===== config.mk =====
export PLATFORM = sky130hd
export DESIGN_NAME = jtag_dtm_top
export DESIGN_NICKNAME = d
export VERILOG_FILES = /design/src/dtm_pkg.sv /design/src/jtag_sync.sv /design/src/tap_controller.sv /design/src/tap_registers.sv /design/src/dmi_request.sv /design/src/jtag_dtm_top.sv
export SDC_FILE = /design/constraint.sdc
export NUM_CORES = 1
export LEC_CHECK = 0
export BUFFER_PORTS_ARGS = -buffer_cell sky130_fd_sc_hd__buf_2
export CORE_AREA = 2 2 151 153
export CTS_BUF_LIST = sky130_fd_sc_hd__clkbuf_16
export CTS_CLUSTER_DIAMETER = 60
export CTS_CLUSTER_SIZE = 20
export DETAILED_ROUTE_END_ITERATION = 16
export DIE_AREA = 0 0 153 155
export GPL_TIMING_DRIVEN = 0
export PLACE_DENSITY = 0.5
export SLEW_MARGIN = 20
export SYNTH_ARGS = -nofsm -noshare
export SYNTH_HDL_FRONTEND = slang
export SYNTH_SLANG_ARGS = --single-unit
export TNS_END_PERCENT = 50

===== constraint.sdc =====
create_clock -name clk -period 2.3 [get_ports clk]
set_input_delay 0.46 -clock clk [delete_from_list [all_inputs] [get_ports clk]]
set_output_delay 0.46 -clock clk [all_outputs]
set_load 0.01 [all_outputs]

===== src/dtm_pkg.sv =====
`default_nettype none

package dtm_pkg;

    // instruction register, 5 bits minimum for a debug transport
    localparam int IR_WIDTH = 5;

    // device id word, top level default
    localparam logic [31:0] IDCODE_VALUE = 32'h12345678;

    // instruction codes, anything else falls back to bypass
    localparam logic [IR_WIDTH-1:0] INSTR_IDCODE = 5'h01;
    localparam logic [IR_WIDTH-1:0] INSTR_BYPASS = 5'h1f;
    localparam logic [IR_WIDTH-1:0] INSTR_DMI    = 5'h11;

    // loaded into ir shift stage on capture
    localparam logic [IR_WIDTH-1:0] IR_CAPTURE = 5'b00001;

    // dmi word layout: addr | data | op
    localparam int ABITS     = 10;
    localparam int DMI_WIDTH = ABITS + 34;

    // op field, outgoing requests
    localparam logic [1:0] OP_NOP   = 2'd0;
    localparam logic [1:0] OP_READ  = 2'd1;
    localparam logic [1:0] OP_WRITE = 2'd2;

    // op field, returned status
    localparam logic [1:0] OP_SUCCESS = 2'd0;
    localparam logic [1:0] OP_BUSY    = 2'd3;

    // tap state codes
    localparam int STATE_W = 4;
    localparam logic [STATE_W-1:0] TLR        = 4'd0;
    localparam logic [STATE_W-1:0] RUN_IDLE   = 4'd1;
    localparam logic [STATE_W-1:0] SELECT_DR  = 4'd2;
    localparam logic [STATE_W-1:0] CAPTURE_DR = 4'd3;
    localparam logic [STATE_W-1:0] SHIFT_DR   = 4'd4;
    localparam logic [STATE_W-1:0] EXIT1_DR   = 4'd5;
    localparam logic [STATE_W-1:0] PAUSE_DR   = 4'd6;
    localparam logic [STATE_W-1:0] EXIT2_DR   = 4'd7;
    localparam logic [STATE_W-1:0] UPDATE_DR  = 4'd8;
    localparam logic [STATE_W-1:0] SELECT_IR  = 4'd9;
    localparam logic [STATE_W-1:0] CAPTURE_IR = 4'd10;
    localparam logic [STATE_W-1:0] SHIFT_IR   = 4'd11;
    localparam logic [STATE_W-1:0] EXIT1_IR   = 4'd12;
    localparam logic [STATE_W-1:0] PAUSE_IR   = 4'd13;
    localparam logic [STATE_W-1:0] EXIT2_IR   = 4'd14;
    localparam logic [STATE_W-1:0] UPDATE_IR  = 4'd15;

    // shift path sees raw bits, request side sees fields
    typedef union packed {
        logic [DMI_WIDTH-1:0] raw;
        struct packed {
            logic [ABITS-1:0] addr;
            logic [31:0]      data;
            logic [1:0]       op;
        } f;
    } dmi_word_u;

endpackage

`default_nettype wire


===== src/jtag_sync.sv =====
`timescale 1ns/1ps
`default_nettype none

module jtag_sync (
    input  logic clk,
    input  logic rst_n,
    input  logic jtag_clk_i,
    input  logic jtag_tms_i,
    input  logic jtag_tdi_i,
    output logic tck_rise_o,
    output logic tck_fall_o,
    output logic tms_o,
    output logic tdi_o
);

    // first and second synchronizer stages
    logic tck_s1;
    logic tck_s2;
    logic tms_s1;
    logic tms_s2;
    logic tdi_s1;
    logic tdi_s2;
    // last synchronized tck, for edge compare
    logic tck_prev;

    always_ff @(posedge clk)
    begin
        if (!rst_n)
        begin
            tck_s1     <= 1'b0;
            tck_s2     <= 1'b0;
            tms_s1     <= 1'b0;
            tms_s2     <= 1'b0;
            tdi_s1     <= 1'b0;
            tdi_s2     <= 1'b0;
            tck_prev   <= 1'b0;
            tck_rise_o <= 1'b0;
            tck_fall_o <= 1'b0;
            tms_o      <= 1'b0;
            tdi_o      <= 1'b0;
        end
        else
        begin
            tck_s1     <= jtag_clk_i;
            tck_s2     <= tck_s1;
            tms_s1     <= jtag_tms_i;
            tms_s2     <= tms_s1;
            tdi_s1     <= jtag_tdi_i;
            tdi_s2     <= tdi_s1;
            tck_prev   <= tck_s2;
            // edge register, third clk edge after the pin moves
            tck_rise_o <= tck_s2 & ~tck_prev;
            tck_fall_o <= ~tck_s2 & tck_prev;
            // extra stage so tms/tdi line up with the pulses
            tms_o      <= tms_s2;
            tdi_o      <= tdi_s2;
        end
    end

endmodule

`default_nettype wire


===== src/tap_controller.sv =====
`timescale 1ns/1ps
`default_nettype none

module tap_controller (
    input  logic clk,
    input  logic rst_n,
    input  logic tck_rise_i,
    input  logic tms_i,
    output logic capture_dr_o,
    output logic shift_dr_o,
    output logic update_dr_o,
    output logic capture_ir_o,
    output logic shift_ir_o,
    output logic update_ir_o,
    output logic tlr_o,
    output logic shifting_o,
    output logic ir_path_o
);

    logic [dtm_pkg::STATE_W-1:0] state;
    logic [dtm_pkg::STATE_W-1:0] state_nxt;

    // ieee 1149.1 transition table
    always_comb
    begin
        state_nxt = state;
        case (state)
            dtm_pkg::TLR:        state_nxt = tms_i ? dtm_pkg::TLR : dtm_pkg::RUN_IDLE;
            dtm_pkg::RUN_IDLE:   state_nxt = tms_i ? dtm_pkg::SELECT_DR : dtm_pkg::RUN_IDLE;
            dtm_pkg::SELECT_DR:  state_nxt = tms_i ? dtm_pkg::SELECT_IR : dtm_pkg::CAPTURE_DR;
            dtm_pkg::CAPTURE_DR: state_nxt = tms_i ? dtm_pkg::EXIT1_DR : dtm_pkg::SHIFT_DR;
            dtm_pkg::SHIFT_DR:   state_nxt = tms_i ? dtm_pkg::EXIT1_DR : dtm_pkg::SHIFT_DR;
            dtm_pkg::EXIT1_DR:   state_nxt = tms_i ? dtm_pkg::UPDATE_DR : dtm_pkg::PAUSE_DR;
            dtm_pkg::PAUSE_DR:   state_nxt = tms_i ? dtm_pkg::EXIT2_DR : dtm_pkg::PAUSE_DR;
            dtm_pkg::EXIT2_DR:   state_nxt = tms_i ? dtm_pkg::UPDATE_DR : dtm_pkg::SHIFT_DR;
            dtm_pkg::UPDATE_DR:  state_nxt = tms_i ? dtm_pkg::SELECT_DR : dtm_pkg::RUN_IDLE;
            // tms high out of select-ir gives the tlr escape
            dtm_pkg::SELECT_IR:  state_nxt = tms_i ? dtm_pkg::TLR : dtm_pkg::CAPTURE_IR;
            dtm_pkg::CAPTURE_IR: state_nxt = tms_i ? dtm_pkg::EXIT1_IR : dtm_pkg::SHIFT_IR;
            dtm_pkg::SHIFT_IR:   state_nxt = tms_i ? dtm_pkg::EXIT1_IR : dtm_pkg::SHIFT_IR;
            dtm_pkg::EXIT1_IR:   state_nxt = tms_i ? dtm_pkg::UPDATE_IR : dtm_pkg::PAUSE_IR;
            dtm_pkg::PAUSE_IR:   state_nxt = tms_i ? dtm_pkg::EXIT2_IR : dtm_pkg::PAUSE_IR;
            dtm_pkg::EXIT2_IR:   state_nxt = tms_i ? dtm_pkg::UPDATE_IR : dtm_pkg::SHIFT_IR;
            dtm_pkg::UPDATE_IR:  state_nxt = tms_i ? dtm_pkg::SELECT_DR : dtm_pkg::RUN_IDLE;
            default:             state_nxt = dtm_pkg::TLR;
        endcase
    end

    // state only moves on a detected tck rise
    always_ff @(posedge clk)
    begin
        if (!rst_n)
        begin
            state <= dtm_pkg::TLR;
        end
        else if (tck_rise_i)
        begin
            state <= state_nxt;
        end
    end

    // strobes decode the state before the edge
    assign capture_dr_o = tck_rise_i && (state == dtm_pkg::CAPTURE_DR);
    assign shift_dr_o   = tck_rise_i && (state == dtm_pkg::SHIFT_DR);
    assign capture_ir_o = tck_rise_i && (state == dtm_pkg::CAPTURE_IR);
    assign shift_ir_o   = tck_rise_i && (state == dtm_pkg::SHIFT_IR);

    // update fires when an exit state is left with tms high
    assign update_dr_o = tck_rise_i && tms_i
                         && ((state == dtm_pkg::EXIT1_DR) || (state == dtm_pkg::EXIT2_DR));
    assign update_ir_o = tck_rise_i && tms_i
                         && ((state == dtm_pkg::EXIT1_IR) || (state == dtm_pkg::EXIT2_IR));

    // entry only, not every rise spent in tlr
    assign tlr_o = tck_rise_i && (state_nxt == dtm_pkg::TLR) && (state != dtm_pkg::TLR);

    // levels for the tdo side
    assign shifting_o = (state == dtm_pkg::SHIFT_DR) || (state == dtm_pkg::SHIFT_IR);
    assign ir_path_o  = (state == dtm_pkg::SHIFT_IR);

endmodule

`default_nettype wire


===== src/tap_registers.sv =====
`timescale 1ns/1ps
`default_nettype none

module tap_registers #(
    parameter logic [31:0] ID_CODE = 32'h12345678
) (
    input  logic               clk,
    input  logic               rst_n,
    input  logic               tck_fall_i,
    input  logic               tdi_i,
    input  logic               capture_dr_i,
    input  logic               shift_dr_i,
    input  logic               update_dr_i,
    input  logic               capture_ir_i,
    input  logic               shift_ir_i,
    input  logic               update_ir_i,
    input  logic               tlr_i,
    input  logic               shifting_i,
    input  logic               ir_path_i,
    input  dtm_pkg::dmi_word_u dmi_rd_word_i,
    output logic               tdo_o,
    output logic               dmi_update_o,
    output dtm_pkg::dmi_word_u dmi_wr_word_o
);

    // ir shift stage and the active instruction
    logic [dtm_pkg::IR_WIDTH-1:0] ir_sr;
    logic [dtm_pkg::IR_WIDTH-1:0] ir_q;

    // data register shift stages
    logic [31:0]        idcode_sr;
    logic               bypass_q;
    dtm_pkg::dmi_word_u dmi_sr;

    // lsb saved on shift, put on tdo at the following fall
    logic save_bit;
    logic save_pend;

    // dr path selection
    logic sel_idcode;
    logic sel_dmi;
    logic dr_lsb;
    logic out_bit;

    assign sel_idcode = (ir_q == dtm_pkg::INSTR_IDCODE);
    assign sel_dmi    = (ir_q == dtm_pkg::INSTR_DMI);

    // bypass covers INSTR_BYPASS and every unknown code
    always_comb
    begin
        if (sel_idcode)
        begin
            dr_lsb = idcode_sr[0];
        end
        else if (sel_dmi)
        begin
            dr_lsb = dmi_sr.raw[0];
        end
        else
        begin
            dr_lsb = bypass_q;
        end
    end

    assign out_bit = ir_path_i ? ir_sr[0] : dr_lsb;

    // instruction register
    always_ff @(posedge clk)
    begin
        if (!rst_n)
        begin
            ir_q <= dtm_pkg::INSTR_IDCODE;
        end
        else if (tlr_i)
        begin
            ir_q <= dtm_pkg::INSTR_IDCODE;
        end
        else if (update_ir_i)
        begin
            ir_q <= ir_sr;
        end
    end

    // shift stages, lsb out first, tdi in at msb
    always_ff @(posedge clk)
    begin
        if (capture_ir_i)
        begin
            ir_sr <= dtm_pkg::IR_CAPTURE;
        end
        else if (shift_ir_i)
        begin
            ir_sr <= {tdi_i, ir_sr[dtm_pkg::IR_WIDTH-1:1]};
        end

        if (capture_dr_i)
        begin
            idcode_sr <= ID_CODE;
            bypass_q  <= 1'b0;
            dmi_sr    <= dmi_rd_word_i;
        end
        else if (shift_dr_i)
        begin
            // only the selected path moves
            if (sel_idcode)
            begin
                idcode_sr <= {tdi_i, idcode_sr[31:1]};
            end
            else if (sel_dmi)
            begin
                dmi_sr.raw <= {tdi_i, dmi_sr.raw[dtm_pkg::DMI_WIDTH-1:1]};
            end
            else
            begin
                bypass_q <= tdi_i;
            end
        end

        if (shift_ir_i || shift_dr_i)
        begin
            save_bit <= out_bit;
        end
    end

    // tdo changes on the falling tck edge after each shift
    always_ff @(posedge clk)
    begin
        if (!rst_n)
        begin
            save_pend <= 1'b0;
            tdo_o     <= 1'b0;
        end
        else
        begin
            if (shift_ir_i || shift_dr_i)
            begin
                save_pend <= 1'b1;
            end
            else if (tck_fall_i)
            begin
                save_pend <= 1'b0;
            end

            if (tck_fall_i && save_pend)
            begin
                tdo_o <= save_bit;
            end
            else if (tck_fall_i && !shifting_i)
            begin
                // park low outside the shift states
                tdo_o <= 1'b0;
            end
        end
    end

    // request side registers this, so a plain strobe is enough
    assign dmi_update_o  = update_dr_i && sel_dmi;
    assign dmi_wr_word_o = dmi_sr;

endmodule

`default_nettype wire


===== src/dmi_request.sv =====
`timescale 1ns/1ps
`default_nettype none

module dmi_request (
    input  logic                      clk,
    input  logic                      rst_n,
    input  logic                      dmi_update_i,
    input  dtm_pkg::dmi_word_u        dmi_wr_word_i,
    input  logic                      ack_i,
    input  logic [31:0]               rdata_i,
    output dtm_pkg::dmi_word_u        dmi_rd_word_o,
    output logic                      rd_start_o,
    output logic                      wr_start_o,
    output logic [dtm_pkg::ABITS-1:0] addr_o,
    output logic [31:0]               wdata_o,
    output logic                      busy_o
);

    // stored dmi word, read back on the next capture
    dtm_pkg::dmi_word_u word_q;
    logic               busy_q;
    // outstanding request is a read
    logic               rd_pend;

    always_ff @(posedge clk)
    begin
        if (!rst_n)
        begin
            word_q     <= '0;
            busy_q     <= 1'b0;
            rd_pend    <= 1'b0;
            rd_start_o <= 1'b0;
            wr_start_o <= 1'b0;
        end
        else
        begin
            // starts are single cycle
            rd_start_o <= 1'b0;
            wr_start_o <= 1'b0;

            if (busy_q)
            begin
                // updates while busy are dropped
                if (ack_i)
                begin
                    busy_q  <= 1'b0;
                    rd_pend <= 1'b0;
                    if (rd_pend)
                    begin
                        word_q.f.addr <= addr_o;
                        word_q.f.data <= rdata_i;
                    end
                    word_q.f.op <= dtm_pkg::OP_SUCCESS;
                end
            end
            else if (dmi_update_i)
            begin
                word_q <= dmi_wr_word_i;
                case (dmi_wr_word_i.f.op)
                    dtm_pkg::OP_READ:
                    begin
                        rd_start_o <= 1'b1;
                        busy_q     <= 1'b1;
                        rd_pend    <= 1'b1;
                    end
                    dtm_pkg::OP_WRITE:
                    begin
                        wr_start_o <= 1'b1;
                        busy_q     <= 1'b1;
                        rd_pend    <= 1'b0;
                    end
                    default:
                    begin
                        // nop and reserved, nothing to start
                        rd_pend <= 1'b0;
                    end
                endcase
            end
        end
    end

    // bus side address and data, held until next accepted update
    always_ff @(posedge clk)
    begin
        if (dmi_update_i && !busy_q)
        begin
            addr_o  <= dmi_wr_word_i.f.addr;
            wdata_o <= dmi_wr_word_i.f.data;
        end
    end

    // capture sees busy status while a request is in flight
    always_comb
    begin
        dmi_rd_word_o = word_q;
        if (busy_q)
        begin
            dmi_rd_word_o.f.op = dtm_pkg::OP_BUSY;
        end
    end

    assign busy_o = busy_q;

endmodule

`default_nettype wire


===== src/jtag_dtm_top.sv =====
`timescale 1ns/1ps
`default_nettype none

module jtag_dtm_top #(
    parameter logic [31:0] ID_CODE = dtm_pkg::IDCODE_VALUE
) (
    input  logic                      clk,
    input  logic                      rst_n,
    input  logic                      jtag_clk_i,
    input  logic                      jtag_tms_i,
    input  logic                      jtag_tdi_i,
    input  logic                      ack_i,
    input  logic [31:0]               rdata_i,
    output logic                      jtag_tdo_o,
    output logic                      rd_start_o,
    output logic                      wr_start_o,
    output logic [dtm_pkg::ABITS-1:0] addr_o,
    output logic [31:0]               wdata_o,
    output logic                      busy_o
);

    // synchronized pins and tck edge pulses
    logic tck_rise;
    logic tck_fall;
    logic tms;
    logic tdi;

    // tap strobes and levels
    logic capture_dr;
    logic shift_dr;
    logic update_dr;
    logic capture_ir;
    logic shift_ir;
    logic update_ir;
    logic tlr;
    logic shifting;
    logic ir_path;

    // dmi word exchange
    logic               dmi_update;
    dtm_pkg::dmi_word_u dmi_wr_word;
    dtm_pkg::dmi_word_u dmi_rd_word;

    jtag_sync u_sync (
        .clk        (clk),
        .rst_n      (rst_n),
        .jtag_clk_i (jtag_clk_i),
        .jtag_tms_i (jtag_tms_i),
        .jtag_tdi_i (jtag_tdi_i),
        .tck_rise_o (tck_rise),
        .tck_fall_o (tck_fall),
        .tms_o      (tms),
        .tdi_o      (tdi)
    );

    tap_controller u_tap (
        .clk          (clk),
        .rst_n        (rst_n),
        .tck_rise_i   (tck_rise),
        .tms_i        (tms),
        .capture_dr_o (capture_dr),
        .shift_dr_o   (shift_dr),
        .update_dr_o  (update_dr),
        .capture_ir_o (capture_ir),
        .shift_ir_o   (shift_ir),
        .update_ir_o  (update_ir),
        .tlr_o        (tlr),
        .shifting_o   (shifting),
        .ir_path_o    (ir_path)
    );

    tap_registers #(
        .ID_CODE (ID_CODE)
    ) u_regs (
        .clk           (clk),
        .rst_n         (rst_n),
        .tck_fall_i    (tck_fall),
        .tdi_i         (tdi),
        .capture_dr_i  (capture_dr),
        .shift_dr_i    (shift_dr),
        .update_dr_i   (update_dr),
        .capture_ir_i  (capture_ir),
        .shift_ir_i    (shift_ir),
        .update_ir_i   (update_ir),
        .tlr_i         (tlr),
        .shifting_i    (shifting),
        .ir_path_i     (ir_path),
        .dmi_rd_word_i (dmi_rd_word),
        .tdo_o         (jtag_tdo_o),
        .dmi_update_o  (dmi_update),
        .dmi_wr_word_o (dmi_wr_word)
    );

    dmi_request u_dmi (
        .clk           (clk),
        .rst_n         (rst_n),
        .dmi_update_i  (dmi_update),
        .dmi_wr_word_i (dmi_wr_word),
        .ack_i         (ack_i),
        .rdata_i       (rdata_i),
        .dmi_rd_word_o (dmi_rd_word),
        .rd_start_o    (rd_start_o),
        .wr_start_o    (wr_start_o),
        .addr_o        (addr_o),
        .wdata_o       (wdata_o),
        .busy_o        (busy_o)
    );

endmodule

`default_nettype wire


==> impl_metrics.tcl <==
set metrics [dict create \
    status "completed" \
    p_per_area_nw_per_um2 752.7 \
    num_rows 55 \
    hpwl_mm 11.16 \
    synth_area_leaders "edfxtp_1, dfxtp_1, nand2_1" \
    final_nets 875 \
    num_io_pins 84 \
    cp.required_ns 2.42 \
    cp_slowest_stage_delay_ns 0.30 \
    synth_top_area_frac 0.3447 \
    min_path_cells 2 \
    grt_pass1_wl_mm 27.83 \
    cts_tree "yes" \
    power.leakage_nw 3.519 \
    path_cells "buf_2 -> nor2b_1 -> clkbuf_2 -> nand4b_1 -> buf_2 -> clkbuf_4 -> nand2_8" \
    power_frac_comb 0.013 \
    drive_gt1_frac 0.1816 \
    fp.dieH_microns 155 \
    wl_mm 16.91 \
    r2r_cells 7 \
    clock-sinks 195 \
    r2r_start "u_tap.state[3]" \
    regToRegSetupSlack_ns 0.23 \
    hold_class "in2reg" \
    cp.arrival_ns 2.18 \
    cts_max_path_buffers 2 \
    routedWlPerCell_microns 14.92 \
    final_area_sq_um 9025 \
    synth_area_sq_um 7579 \
    clk_latency_ns 0.44 \
    placed_cell_area_sq_um 8373 \
    htreeDepth 4 \
    synth_cells 732 \
    fill_cells 2177 \
    yosysSeqAreaShare 0.6300 \
    hold_start "jtag_tdi_i" \
    pre_cts_ws_ns -0.08422 \
    fin_ws_ns 0.2329 \
    slew_viol_final 0 \
    p_seq_frac 0.530 \
    final-seq-area_sq_um 4775 \
    die_area_sq_um 23720 \
    hold_end "u_sync.tdi_s1" \
    p_sw_w 0.001497 \
    post-route-util 0.4060 \
    multi_input_area_sq_um 2561 \
    die_w_microns 153 \
    grt_max_degree 45 \
    clock_skew_ns 0.01552 \
    synthArstFlopShare 0 \
    n_antenna_cell 0 \
    initial_utilization 0.3410 \
    overflow 0 \
    track_usage 0.1454 \
    syn_to_final_growth_pct 19.09 \
    critPathMaxFanout 22 \
    grt_pass1_vias 5254 \
    drtIter0Drc 361 \
    crit_path_start_kind "flop" \
    vias_per_cell 4.792 \
    max_freq_ghz 0.4838 \
    synth-seq-cells 195 \
    crit_path_frequent_cell "buf_2" \
    swShare 0.2204 \
    core_area_sq_um 22230 \
    hold_viol 0 \
    cts_buffers 17 \
    synth-edff-count 87 \
    synth_warnings 0 \
    rsz0062_at_grt "no" \
    dr.pass1.iters 5 \
    synthFlopType "dfxtp_1" \
    cap_viol_max_count 0 \
    antenna_found_initial 0 \
    clockPowerShare 0.457 \
    tightest_slew_ns 0.7834 \
    internal_power_w 0.005296 \
    yosysTopAreaCell "edfxtp_1" \
    ir_worst_vdd_mv 0.3621 \
    endpoint_kind "flop" \
    root_buffer "clkbuf_16" \
    fin_crit_sh 0.8988 \
    synth_cell_types 46 \
    regToRegEndpoint "u_regs.dmi_wr_word_o[12]" \
    syn_area_per_cell_sq_um 10.35 \
    path_class "reg2reg" \
    cts.clk_slew.worst_paths_ns 0.07 \
    drc 0 \
    syn_nets 772 \
    dr_total_vias 5429 \
    antenna_left 0 \
    gp_congestion 0.7339 \
    min_period_ns 2.067 \
    cpMaxStageDelayCell "dfxtp_1" \
    setup_viol 0 \
    max_slew_margin 0.4709 \
    port_buffers 82 \
]
## cell families (layout without fill, tap and decap cells)
| group | count (synthesis) | in the layout | share of synthesized area |
|---|---|---|---|
| adders and majority gates | 2 | 2 | 0.003301 |
| xor gates and xnor gates | 1 | 1 | 0.001156 |
| buffers and inverters | 58 | 173 | 0.03682 |
| AOI/OAI and AO/OA | 147 | 147 | 0.1035 |
| DFF | 195 | 195 | 0.6300 |
| muxes | 46 | 46 | 0.06092 |
| and+or+nand+nor | 283 | 284 | 0.1643 |
## power by group through the flow
stage / Sequential [W] / Combinational (W) / Clock [W]
2_1_floorplan: 0.00368 / 0.0000390 / 0
3_3_place_gp: 0.00368 / 0.0000917 / 0
3_5_place_dp: 0.00368 / 0.0000917 / 0
4_1_cts: 0.00360 / 0.0000923 / 0.00318
5_1_grt: 0.00360 / 0.000100 / 0.00333
6_report: 0.00360 / 0.0000905 / 0.00310
## worst max-delay path: cells and delay by family (launching register included)
family | cells | cell delay, ns
and+or+nand+nor | 3 | 0.56
buffers and inverters | 4 | 0.88
DFF | 1 | 0.30
## stage by stage
| stage | hold WS, ns | instances | TNS, ns | total power, W |
|---|---|---|---|---|
| floorplan | 0.3839 | 732 | 0 | 0.003716 |
| global placement | 0.3930 | 1099 | -53.74 | 0.003771 |
| detailed placement | 0.3962 | 1100 | -3.563 | 0.003771 |
| global route | 0.2252 | 1133 | 0 | 0.007034 |
| CTS | 0.2116 | 1132 | 0 | 0.006873 |
| finish | 0.2199 | 1133 | 0 | 0.006793 |
## what timing repair did
item	4_1_cts	5_1_grt
hold buffers	0	0
gates cloned	0	1
setup endpoints to repair	44	70
resized for setup	1	3
buffers inserted	0	0
## cells in the final DEF (no fill, tap or decap), types with 4 or more instances in the layout
master / n
nand4_1: 5
nand3b_1: 4
o21ai_0: 42
buf_2: 108
a21oi_1: 69
dfxtp_1: 108
clkbuf_16: 17
edfxtp_1: 87
mux2i_1: 45
nor2b_1: 4
inv_8: 4
nand3_1: 21
and2_1: 10
inv_1: 6
nor2_1: 6
nand2_1: 213
clkbuf_1: 16
o21ai_1: 20
## synth_stat cells (4+ instances only)
cell / n
inv_1: 6
nand2_1: 214
nand3_1: 21
nor2b_1: 4
nand3b_1: 4
nor2_1: 6
mux2i_1: 45
o21ai_1: 20
a21oi_1: 69
buf_2: 27
edfxtp_1: 87
and2_1: 10
o21ai_0: 42
dfxtp_1: 108
nand4_1: 5
clkbuf_1: 16
## worst max path at each step
stage	endpoint	from	cells after the start
after floorplan	u_dmi.addr_o[0]	u_regs.ir_q[1]	3
after global placement	u_dmi.wdata_o[18]	u_regs.ir_q[1]	3
after detailed placement	u_regs.dmi_wr_word_o[20]	u_tap.state[3]	7
after CTS	u_regs.dmi_wr_word_o[7]	u_tap.state[3]	7
after global routing	u_dmi.rd_pend	u_tap.state[3]	8
final	u_regs.dmi_wr_word_o[12]	u_tap.state[3]	7
## layer usage
metal,global-route usage,share of wire,vias up
li1,-,-,2737
met1,0.1991,0.51,2586
met2,0.2308,0.45,94
met3,0.03482,0.031,12
met4,0.04145,0.0077,0
met5,0,0,-
## area by class of cell
class	count	share of cell area
clock inverter	15	0.02149
clock buffer	17	0.04714
tap	285	0.03951
buffer	52	0.02870
timing repair buffer	83	0.04769
inverter	6	0.002634
multi-input combinational	480	0.2838
sequential	195	0.5290
## registers in the layout, summed over array words and instances (netlist names), 4 cells and up
| register | cells |
|---|---|
| u_dmi.wdata_o | 32 |
| u_regs.ir_sr | 5 |
| u_dmi.word_q | 44 |
| u_regs.idcode_sr | 32 |
| u_tap.state | 4 |
| u_regs.dmi_wr_word_o | 44 |
| u_regs.ir_q | 5 |
| u_dmi.addr_o | 10 |
(Power assumes the default switching activity.)
